### src/design/numFormatPkg.sv
// Number formats shared by the reciprocal and the perspective multiply datapath
package numFormatPkg;

    // Width of 1/w, w, s/w and t/w, all unsigned fixed point
    localparam int NumberWidth = 16;

    // Number of operand bits that select a reciprocal table sample
    localparam int LookupPrecision = 11;

    // Remaining low bits give the position between two samples
    localparam int InterpolationWidth = NumberWidth - LookupPrecision;

    // Number of samples held in each reciprocal table
    localparam int LookupSize = 2 ** LookupPrecision;

    // Width of the reciprocal numerator
    localparam int NumeratorWidth = 24;

    // Numerator used when the top level does not override it
    localparam logic [NumeratorWidth-1:0] DefaultNumerator = '1;

    // Operand split into table index and interpolation fraction
    typedef struct packed {
        logic [LookupPrecision-1:0]    index;
        logic [InterpolationWidth-1:0] frac;
    } recipFields_t;

    // The reciprocal operand is either taken as a plain number or
    // decoded into a table index and a fraction between samples
    typedef union packed {
        logic [NumberWidth-1:0] raw;
        recipFields_t           fields;
    } recipOperand_t;

endpackage

### src/design/texCoordPkg.sv
// Texture coordinate format and wrap mode encoding
package texCoordPkg;

    // Fractional bits of the perspective corrected s and t
    localparam int CoordFracBits = 8;

    // Integer bits left over for the texel position
    localparam int CoordIntBits = numFormatPkg::NumberWidth - CoordFracBits;

    // How a coordinate outside the texture is folded back in
    // Repeat keeps the low index bits, clamp sticks to the last texel
    typedef enum logic {
        WrapRepeat = 1'b0,
        WrapClamp  = 1'b1
    } wrapMode_t;

endpackage

### src/design/texCoordWrap.sv
// Registered conversion of s and t into texel indices by repeat or clamp
`timescale 1ns/1ps

module texCoordWrap #(
    // Texture edge length is 2^TEX_SIZE_LOG2 texels
    parameter int TEX_SIZE_LOG2 = 6
)
(
    input  logic                                 aclk,
    input  logic                                 rst,

    input  logic                                 sValid,
    output logic                                 sReady,
    input  logic [numFormatPkg::NumberWidth-1:0] sCoord,
    input  logic [numFormatPkg::NumberWidth-1:0] tCoord,
    input  texCoordPkg::wrapMode_t               wrapMode,

    output logic                                 mValid,
    input  logic                                 mReady,
    output logic [TEX_SIZE_LOG2-1:0]             texelU,
    output logic [TEX_SIZE_LOG2-1:0]             texelV
);

    localparam int Nw = numFormatPkg::NumberWidth;
    localparam int FracBits = texCoordPkg::CoordFracBits;
    localparam int IntBits = texCoordPkg::CoordIntBits;

    // Index of the last texel along one axis
    localparam logic [IntBits-1:0] TexMax = IntBits'((1 << TEX_SIZE_LOG2) - 1);

    logic advance;

    // Fraction is dropped, then the integer part is folded into the texture
    function automatic logic [TEX_SIZE_LOG2-1:0] wrapCoord(
        input logic [Nw-1:0]           coord,
        input texCoordPkg::wrapMode_t  mode
    );
        logic [IntBits-1:0] intPart;

        intPart = coord[FracBits +: IntBits];
        if (mode == texCoordPkg::WrapClamp && intPart > TexMax)
            wrapCoord = '1;
        else
            wrapCoord = intPart[TEX_SIZE_LOG2-1:0];
    endfunction

    // Output register accepts when empty or when it is being drained
    assign advance = ~mValid | mReady;
    assign sReady  = advance;

    always_ff @(posedge aclk)
    begin
        if (rst)
            mValid <= 1'b0;
        else if (advance)
            mValid <= sValid;
    end

    always_ff @(posedge aclk)
    begin
        if (advance)
        begin
            texelU <= wrapCoord(sCoord, wrapMode);
            texelV <= wrapCoord(tCoord, wrapMode);
        end
    end

endmodule

### config.mk
export PLATFORM = sky130hd
export DESIGN_NAME = texCoordWrap
export DESIGN_NICKNAME = d
export VERILOG_FILES = /design/src/design/numFormatPkg.sv /design/src/design/texCoordPkg.sv /design/src/design/texCoordWrap.sv
export SDC_FILE = /design/constraint.sdc
export NUM_CORES = 1
export LEC_CHECK = 0
export BUFFER_PORTS_ARGS = -buffer_cell sky130_fd_sc_hd__buf_2
export CAP_MARGIN = 20
export CORE_MARGIN = 3
export CORE_UTILIZATION = 33
export CTS_BUF_LIST = sky130_fd_sc_hd__clkbuf_8
export CTS_CLUSTER_DIAMETER = 100
export DETAILED_ROUTE_END_ITERATION = 10
export HOLD_SLACK_MARGIN = 0.15
export MAX_ROUTING_LAYER = met4
export PLACE_DENSITY_LB_ADDON = 0.1
export SYNTH_ARGS = -nofsm -noshare
export SYNTH_HDL_FRONTEND = slang
export SYNTH_SLANG_ARGS = --single-unit
export TNS_END_PERCENT = 30
### constraint.sdc
create_clock -name aclk -period 0.9 [get_ports aclk]
set_input_delay 0.09 -clock aclk [delete_from_list [all_inputs] [get_ports aclk]]
set_output_delay 0.09 -clock aclk [all_outputs]
set_load 0.02 [all_outputs]
==> Word-level counts from Yosys, hierarchy flattened <==
Index checks and enable logic that the tools add are counted.
{ "word_totals": {"regBits": 13, "out_inout_bits": 14, "wordCells": 9} }
{ "classes": {"magnitude_cmp": 2, "bitwise": 2, "n_reduce_logical": 2} }
{ "ops": {"columns": ["operator", "count"], "rows": [
  ["$gt 8x6->1 const B", 2],
  ["$logic_and 1x1->1", 2],
  ["$not 1->1", 1],
  ["$or 1x1->1", 1]
]} }

==> Logic depth before layout (Yosys ltp) <==
Gate-level depths: netlist of run 1.
{ "logic_depth": {"word_depth": 2, "ltp_mapped": 2} }

==> Worst setup path before layout of run 1 <==
Ideal clock, no wire load.
{ "synth_path": {"path_kind": "register to register", "start": "register mValid", "end": "register texelU[0] (enable)", "setup_time_ps": 287, "arrival_ps": 645, "t_required_ps": 613, "setup_slack_ps": -31, "stages_incl_launch_ff": 2, "n_path_buf": 0, "period_less_slack_ps": 931, "path_cell_list": "dfxtp_1 -> nand2b_4"} }
{ "synth_via": {"elab_chain_len": 2} }
{ "synth_lines": {"columns": ["element", "line", "text"], "rows": [
  ["start, declared", "texCoordWrap.sv:18", "output logic mValid,"],
  ["start signal, assigned", "texCoordWrap.sv:56", "mValid <= sValid;"],
  ["$not 1->1", "texCoordWrap.sv:48", "assign advance = ~mValid | mReady;"],
  ["$or 1x1->1", "texCoordWrap.sv:48", null],
  ["net sReady", "texCoordWrap.sv:13", "output logic sReady,"],
  ["end signal, assigned", "texCoordWrap.sv:63", "texelU <= wrapCoord(sCoord, wrapMode);"],
  ["end, declared", "texCoordWrap.sv:20", "output logic [TEX_SIZE_LOG2-1:0] texelU,"]
]} }
The timed path passes the listed nets, and every way through them passes these cells.
A chain may end at the register's enable or synchronous reset.

==> Worst setup path after layout of run 1 <==
{ "layout_path": {"start": "input tCoord[9] (netlist bit)", "end": "register texelV[1], data pin"} }
{ "layout_via": {"elab_chain_len": 2} }
{ "layout_lines": {"columns": ["element", "line", "text"], "rows": [
  ["start, declared", "texCoordWrap.sv:15", "input logic [numFormatPkg::NumberWidth-1:0] tCoord,"],
  ["$gt 8x6->1", "texCoordWrap.sv:41", "if (mode == texCoordPkg::WrapClamp && intPart > TexMax)"],
  ["$logic_and 1x1->1", "texCoordWrap.sv:41", null],
  ["end signal, assigned", "texCoordWrap.sv:64", "texelV <= wrapCoord(tCoord, wrapMode);"],
  ["end, declared", "texCoordWrap.sv:21", "output logic [TEX_SIZE_LOG2-1:0] texelV"]
]} }
Parallel ways exist; a longest one is shown, timed or not.

==> implementation parameters, run 1 <==
Parameter                              Value

Worst setup path
  Critical Path Sink Type    flip-flop
  Beginning of the worst register-to-register path    mValid$_SDFFE_PP0P_
  Buffer and inverter count on the worst path    2
  Series of cell instances along the critical path    dlygate4sd3_1, buf_2, nand2b_4
  Data arrival time at the worst-slack endpoint    just under 0.9 ns
  Category of the worst setup path launch point    input pin
  Crit-path max FO    1
  R2R setup slack    approximately 0.050 ns
  Cell family contributing the most delay on the critical path    buffers and inverters
  Cell with the biggest individual delay on the critical path    sky130_fd_sc_hd__dlygate4sd3_1
  Endpoint required time on the critical path    0.89 ns
  Path depth of the worst reg2reg path    2
  Endpoint of the worst-slack reg-to-reg timing path    texelU[2]$_SDFFCE_PP1P_
  Largest stage delay on the critical path    0.53 ns
  Critical path class    input pin to flip-flop

Power and ir drop
  Sequential group share of total power    49.0%
  Post-route total power    1.47 mW
  Clk pwr share    between 30 and 40%
  Int Power    1.14 mW
  Share of total power consumed by net switching    22.3%
  Peak supply drop    0.000865 V
  Static Leak    0.443 nW
  Fraction of power consumed by combinational cells    17.4%
  Net Sw Power    0.328 mW
  Pwr per Cell Area    around 1600 nW/µm²

Timing
  Setup TNS    0 ns
  Period utilisation layout    a little over nine tenths
  Min Clock Period, post-route    0.880 ns
  Worst slew slack as a fraction of its limit    just under 80%
  Final hold slack    0.218 ns
  Actual transition at the worst max-transition pin    0.333 ns
  RSZ-0062 raised after global routing    true
  Number of pins exceeding their max-slew limit in the final report    0
  Count of endpoints failing setup in the final report    0
  Achievable frequency    between 1000 and 1500 MHz
  Final WS setup    0.0196 ns
  Final Hold Violating Endpoints    0
  Fin Clk Skew    0.00200 ns

Placed design
  Placed cell count    79
  Setup Slack @ Placement    0.0617 ns
  RePlAce Congestion    0.626
  Placed Area    686 µm²
  Count of input and output buffers    34

Global routing
  Remaining global-route overflow    0
  GRT Total Usage    about 14%
  Initial antenna violation count    0
  Largest net degree at the start of global routing    8
  Number of global-route vias before repair    443
  Global-route wire length before repair    1900 µm

Floorplan
  Overall die width    44.8 µm
  Initial core utilization    36.7%
  Number of primary I/O pins    51
  Floorplan die area    about 2000 µm²
  Number of placement rows    13
  Core area    around 1400 µm²
  DIE HEIGHT    around 45 µm

Min path
  Worst Hold Endpoint    texelU[4]$_SDFFCE_PP1P_
  Hold-critical path depth    3
  Worst hold path class    input pin to flip-flop
  Startpoint of the tightest hold check path    sCoord[14]

Routing
  Routed WL    1110 µm
  Drt first pass iters    4
  Antenna viol nets, final    0
  Count of routing violations after the opening detailed-route iteration    6
  DRC violation count after routing    0
  Via total after detailed routing    422
  Mean routed wirelength per cell    11.3 µm
  Via count normalized by instance count    4.31

Outcome
  Status    complete, no violations

Cells and area
  Final non-filler cell total    98
  Final Net Count    between 100 and 150
  Fraction of layout cells with a size suffix above 1    51.8%
  Synthesis-to-layout area growth    83.1%
  Final core utilization    67.2%
  Count of antenna diodes in the layout    0
  Fin area    907 µm²

Clock tree
  TritonCTS clock tree    built
  H-tree depth    1
  Clock network latency to the later pin of the worst-skew pair    0.24 ns
  Clock transition time at the flip-flop clock pins of the worst setup and hold paths    0.05 ns
  Total clock buffers created by CTS    3
  Clock tree buffer depth    2
  Clock net sink count    13
  CTS Root Buffer Type    sky130_fd_sc_hd__clkbuf_8

Flow run
  Number of max-capacitance violations reported    0

Logic synthesis
  Cell taking the most area after synthesis    sky130_fd_sc_hd__edfxtp_1
  Warning count from the yosys run    0
  Area fraction of the dominant cell type after synthesis    72.7%
  Register bit total from synthesis    13
  Post-Syn Nets    67
  Post-synthesis cell type count    7
  FFs w/ async S/R, synth    0%
  Per-instance average area after synthesis    16.5 µm²
  Primary FF master, synth    sky130_fd_sc_hd__edfxtp_1
  Ranking of synthesized cells by area    sky130_fd_sc_hd__edfxtp_1 (73%), sky130_fd_sc_hd__nand2b_1 (15%), sky130_fd_sc_hd__dfxtp_1 (4.0%), sky130_fd_sc_hd__o21ai_2 (3.5%), sky130_fd_sc_hd__nand2b_4 (2.8%)
  Number of flops mapped to enable cells by yosys    12
  Top cells by instance count after synthesis    sky130_fd_sc_hd__edfxtp_1 (12), sky130_fd_sc_hd__nand2b_1 (12), sky130_fd_sc_hd__o21ai_2 (2)
  Syn Inst Count    30
  Sequential cell area fraction in the yosys report    76.8%
  Combined area of all synthesized cells    just under 500 µm²
worst reg2reg max path, cell delays in order, from the launching register on:
cell and delay, ns:
sky130_fd_sc_hd__dfxtp_2 0.33, sky130_fd_sc_hd__nand2b_4 0.08, sky130_fd_sc_hd__buf_4 0.16
state kept, by name, summed over array words and instances, names as in the netlist:
signal and cells:
mValid 1, texelU 6, texelV 6
cell type report:
class / instances / area, µm²
clock buffer: 3 / 41.3
clock inverter: 1 / 3.75
fill: 103 / 443
inverter: 1 / 3.75
multi-input combinational: 16 / 119
sequential: 13 / 382
tap: 15 / 18.8
timing repair buffer: 49 / 339
kinds of logic after synthesis:
| kind of cell | synth area share [%] |
|---|---|
| flip-flops | 76.8 |
| buffers and inverters | 0.757 |
| AO/OA/AOI/OAI | 4.55 |
| AND/OR/NAND/NOR | 17.9 |
power groups by stage:
stage	Sequential, mW	Clock [mW]	Combinational [mW]
floorplan	0.792	0	0.0461
global placement	0.732	0	0.192
detailed placement	0.734	0	0.195
CTS	0.722	0.501	0.248
global route	0.726	0.540	0.278
finish	0.722	0.495	0.256
how the worst max path moves through the flow:
| stage | start | cells past startpoint | slack [ns] | to |
|---|---|---|---|---|
| 6_report | tCoord[9] | 3 | 0.02 | texelV[1]$_SDFFCE_PP1P_ |
| 5_1_grt | texelV[4]$_SDFFCE_PP1P_ | 1 | -0.006 | texelV[4] |
| 4_1_cts | sCoord[13] | 3 | 0.002 | texelU[5]$_SDFFCE_PP1P_ |
| 3_5_place_dp | sCoord[15] | 3 | 0.06 | texelU[5]$_SDFFCE_PP1P_ |
| 3_3_place_gp | mValid$_SDFFE_PP0P_ | 1 | 0.09 | texelU[3]$_SDFFCE_PP1P_ |
| 2_1_floorplan | mValid$_SDFFE_PP0P_ | 1 | 0.05 | texelU[0]$_SDFFCE_PP1P_ |
timing repair:
item,in CTS,in global routing
buffers inserted,2,0
endpoints found under the hold margin,13,0
endpoints found under the setup margin,1,10
hold buffers,14,0
pin swaps,0,0
resized for setup,0,8
placed cells by master (no fill, tap or decap):
master	n
sky130_fd_sc_hd__dlygate4sd3_1	9
sky130_fd_sc_hd__buf_2	32
sky130_fd_sc_hd__o21ai_2	2
sky130_fd_sc_hd__buf_6	1
sky130_fd_sc_hd__a21oi_1	1
sky130_fd_sc_hd__clkbuf_8	3
sky130_fd_sc_hd__buf_4	2
sky130_fd_sc_hd__inv_1	2
sky130_fd_sc_hd__edfxtp_1	12
sky130_fd_sc_hd__dlymetal6s4s_1	5
sky130_fd_sc_hd__nand2b_4	2
sky130_fd_sc_hd__nand2b_1	11
sky130_fd_sc_hd__dfxtp_2	1
routing by layer:
layer / track usage [%] / wire length (µm) / share of wire [%]
met1: 13.9 / 415 / 37
met2: 24.9 / 601 / 54
met3: 3.98 / 95 / 8.6
met4: 5.42 / 0 / 0
met5: - / 0 / 0
Note: power is estimated with default switching activity, not from simulation.
==> run 2, diff against run 1 <==
--- a/config.mk
+++ b/config.mk
@@ -8,7 +8,7 @@
 export BUFFER_PORTS_ARGS = -buffer_cell sky130_fd_sc_hd__buf_2
 export CAP_MARGIN = 20
 export CORE_MARGIN = 3
-export CORE_UTILIZATION = 33
+export CORE_UTILIZATION = 35
 export CTS_BUF_LIST = sky130_fd_sc_hd__clkbuf_8
 export CTS_CLUSTER_DIAMETER = 100
 export DETAILED_ROUTE_END_ITERATION = 10
==> run 2 against run 1 <==
Against the previous run:
- clock power grew 1%
- cell area grew 2.1%
- setup slack lost 0.013 ns
- first-iteration DRC count shrank 83%
- non-clock buffer count grew 1
- clock skew shrank 0.0012 ns
- largest power group unchanged
- fmax shrank 1.5%
- worst hold slack gained 0.014 ns
- sequential cell count is the same
- utilization grew 8.9 points
- sequential power is essentially flat
- cell count is the same
==> implementation parameters, run 2 (synthesized netlist as in run 1, its figures left out) <==
Parameter                              Value

Floorplan
  Overall die width    ~44 µm
  Core area    1220 µm²
  Number of placement rows    12
  Floorplan die area    1900 µm²
  DIE HEIGHT    43.6 µm
  Initial core utilization    roughly two fifths
  Number of primary I/O pins    51

Flow run
  Number of max-capacitance violations reported    0

Worst setup path
  Critical path class    input pin to flip-flop
  Path depth of the worst reg2reg path    2
  Cell family contributing the most delay on the critical path    buffers and inverters
  Endpoint required time on the critical path    about 0.88 ns
  Data arrival time at the worst-slack endpoint    ~0.87 ns
  Critical Path Sink Type    flip-flop
  Buffer and inverter count on the worst path    2
  Cell with the biggest individual delay on the critical path    sky130_fd_sc_hd__dlygate4sd3_1
  R2R setup slack    0.02 ns
  Series of cell instances along the critical path    dlygate4sd3_1, buf_2, nand2b_1
  Category of the worst setup path launch point    input pin
  Endpoint of the worst-slack reg-to-reg timing path    texelV[2]$_SDFFCE_PP1P_
  Largest stage delay on the critical path    0.54 ns
  Crit-path max FO    1
  Beginning of the worst register-to-register path    mValid$_SDFFE_PP0P_

Clock tree
  Clock network latency to the later pin of the worst-skew pair    0.24 ns
  H-tree depth    1
  Total clock buffers created by CTS    3
  CTS Root Buffer Type    sky130_fd_sc_hd__clkbuf_8
  Clock transition time at the flip-flop clock pins of the worst setup and hold paths    0.05 ns
  TritonCTS clock tree    built
  Clock net sink count    13
  Clock tree buffer depth    2

Routing
  Via total after detailed routing    between 400 and 500
  Count of routing violations after the opening detailed-route iteration    1
  DRC violation count after routing    0
  Drt first pass iters    3
  Mean routed wirelength per cell    13.3 µm
  Via count normalized by instance count    4.45
  Routed WL    approximately 1300 µm
  Antenna viol nets, final    0

Placed design
  Count of input and output buffers    34
  Detailed placement HPWL    755 µm
  Setup Slack @ Placement    0.0749 ns
  Placed Area    ~680 µm²
  RePlAce Congestion    0.632

Global routing
  GRT Total Usage    14.9%
  Number of global-route vias before repair    455
  Largest net degree at the start of global routing    10
  Global-route wire length before repair    1900 µm
  Initial antenna violation count    0
  Remaining global-route overflow    0

Timing
  Final WS setup    0.00625 ns
  RSZ-0062 raised after global routing    true
  Achievable frequency    1120 MHz
  Setup TNS    0 ns
  Count of endpoints failing setup in the final report    0
  Actual transition at the worst max-transition pin    around 0.50 ns
  Worst slew slack as a fraction of its limit    66.4%
  Min Clock Period, post-route    between 0.8 and 0.9 ns
  Final Hold Violating Endpoints    0
  Period utilisation layout    between 90% and 100%
  Fin Clk Skew    0.000833 ns
  Final hold slack    0.232 ns
  Number of pins exceeding their max-slew limit in the final report    0

Cells and area
  Count of antenna diodes in the layout    0
  Leading cell type in the layout, fill and taps excluded    sky130_fd_sc_hd__buf_2
  Final Net Count    between 100 and 150
  Fraction of layout cells with a size suffix above 1    56.0%
  Registers with the highest flip-flop counts    texelU x6, texelV x6, mValid x1
  Fin area    926 µm²
  Commonest non-fill, non-tap cells in the layout    sky130_fd_sc_hd__buf_2 (33), sky130_fd_sc_hd__dlygate4sd3_1 (12), sky130_fd_sc_hd__edfxtp_1 (12), sky130_fd_sc_hd__nand2b_1 (8), sky130_fd_sc_hd__nand2b_4 (5)
  Synthesis-to-layout area growth    86.9%

Min path
  Worst Hold Endpoint    texelV[1]$_SDFFCE_PP1P_
  Worst hold path class    input pin to flip-flop
  Hold-critical path depth    3
  Startpoint of the tightest hold check path    tCoord[14]

Power and ir drop
  Pwr per Cell Area    roughly 1600 nW/µm²
  Post-route total power    1.50 mW
  Static Leak    between 0.4 and 0.5 nW
  Peak supply drop    0.00104 V

Outcome
  Status    complete, no violations
run 2: cell count changes in the layout (fill, tap and decap cells not counted):
cell,previous run,this run
sky130_fd_sc_hd__nand2b_1,11,8
sky130_fd_sc_hd__nand2b_4,2,5
sky130_fd_sc_hd__dlygate4sd3_1,9,12
sky130_fd_sc_hd__buf_2,32,33
sky130_fd_sc_hd__dlymetal6s4s_1,5,2
run 2: timing repair:
item,4_1_cts,5_1_grt
resized for setup,2,6
buffers inserted,2,0
endpoints found under the hold margin,13,0
hold buffers,14,0
setup endpoints to repair,1,11
run 2: through the flow:
step	cells	util (%)
finish	98	76.1
global route	98	76.1
CTS	98	73.3
detailed placement	78	56.3
global placement	78	56.3
floorplan	30	-
run 2: worst max path at each step:
stage | slack (ns) | startpoint | cells past startpoint | endpoint
2_1_floorplan | 0.05 | mValid$_SDFFE_PP0P_ | 1 | texelU[0]$_SDFFCE_PP1P_
3_3_place_gp | 0.10 | mValid$_SDFFE_PP0P_ | 1 | texelU[2]$_SDFFCE_PP1P_
3_5_place_dp | 0.07 | sCoord[15] | 3 | texelU[0]$_SDFFCE_PP1P_
4_1_cts | 0.01 | tCoord[9] | 3 | texelV[1]$_SDFFCE_PP1P_
5_1_grt | -0.003 | tCoord[11] | 3 | texelV[3]$_SDFFCE_PP1P_
6_report | 0.006 | sCoord[12] | 3 | texelU[4]$_SDFFCE_PP1P_
run 2: report_power, final:
part	leakage [nW]	switching, mW	internal, mW	total (mW)
Combinational	0.288	0.133	0.141	0.274
Sequential	0.123	0.0115	0.710	0.721
Clock	0.0269	0.201	0.301	0.501
Total	0.438	0.345	1.15	1.50
run 2: final cells by class:
cell class,instances,area [µm²]
flip-flops and latches,13,382
inverters,1,3.75
clock inverters,1,3.75
multi-input cells,16,141
fillers,81,290
repair buffers,50,337
clock buffers,3,41.3
well taps,14,17.5
run 2: tightest hold or removal path: cells and delay by family:
family          cells  cell delay, ns
simple gates        1            0.09
compound gates      1            0.11
buf+inv             1            0.08
run 2: per-layer routing:
metal	wire, µm	share of wire, %	up-vias	global-route usage (%)
met3	84	6.4	2	4.15
li1	-	-	212	-
met4	8	0.61	0	9.04
met5	0	0	-	-
met2	773	59	22	29.4
met1	441	34	200	11.2
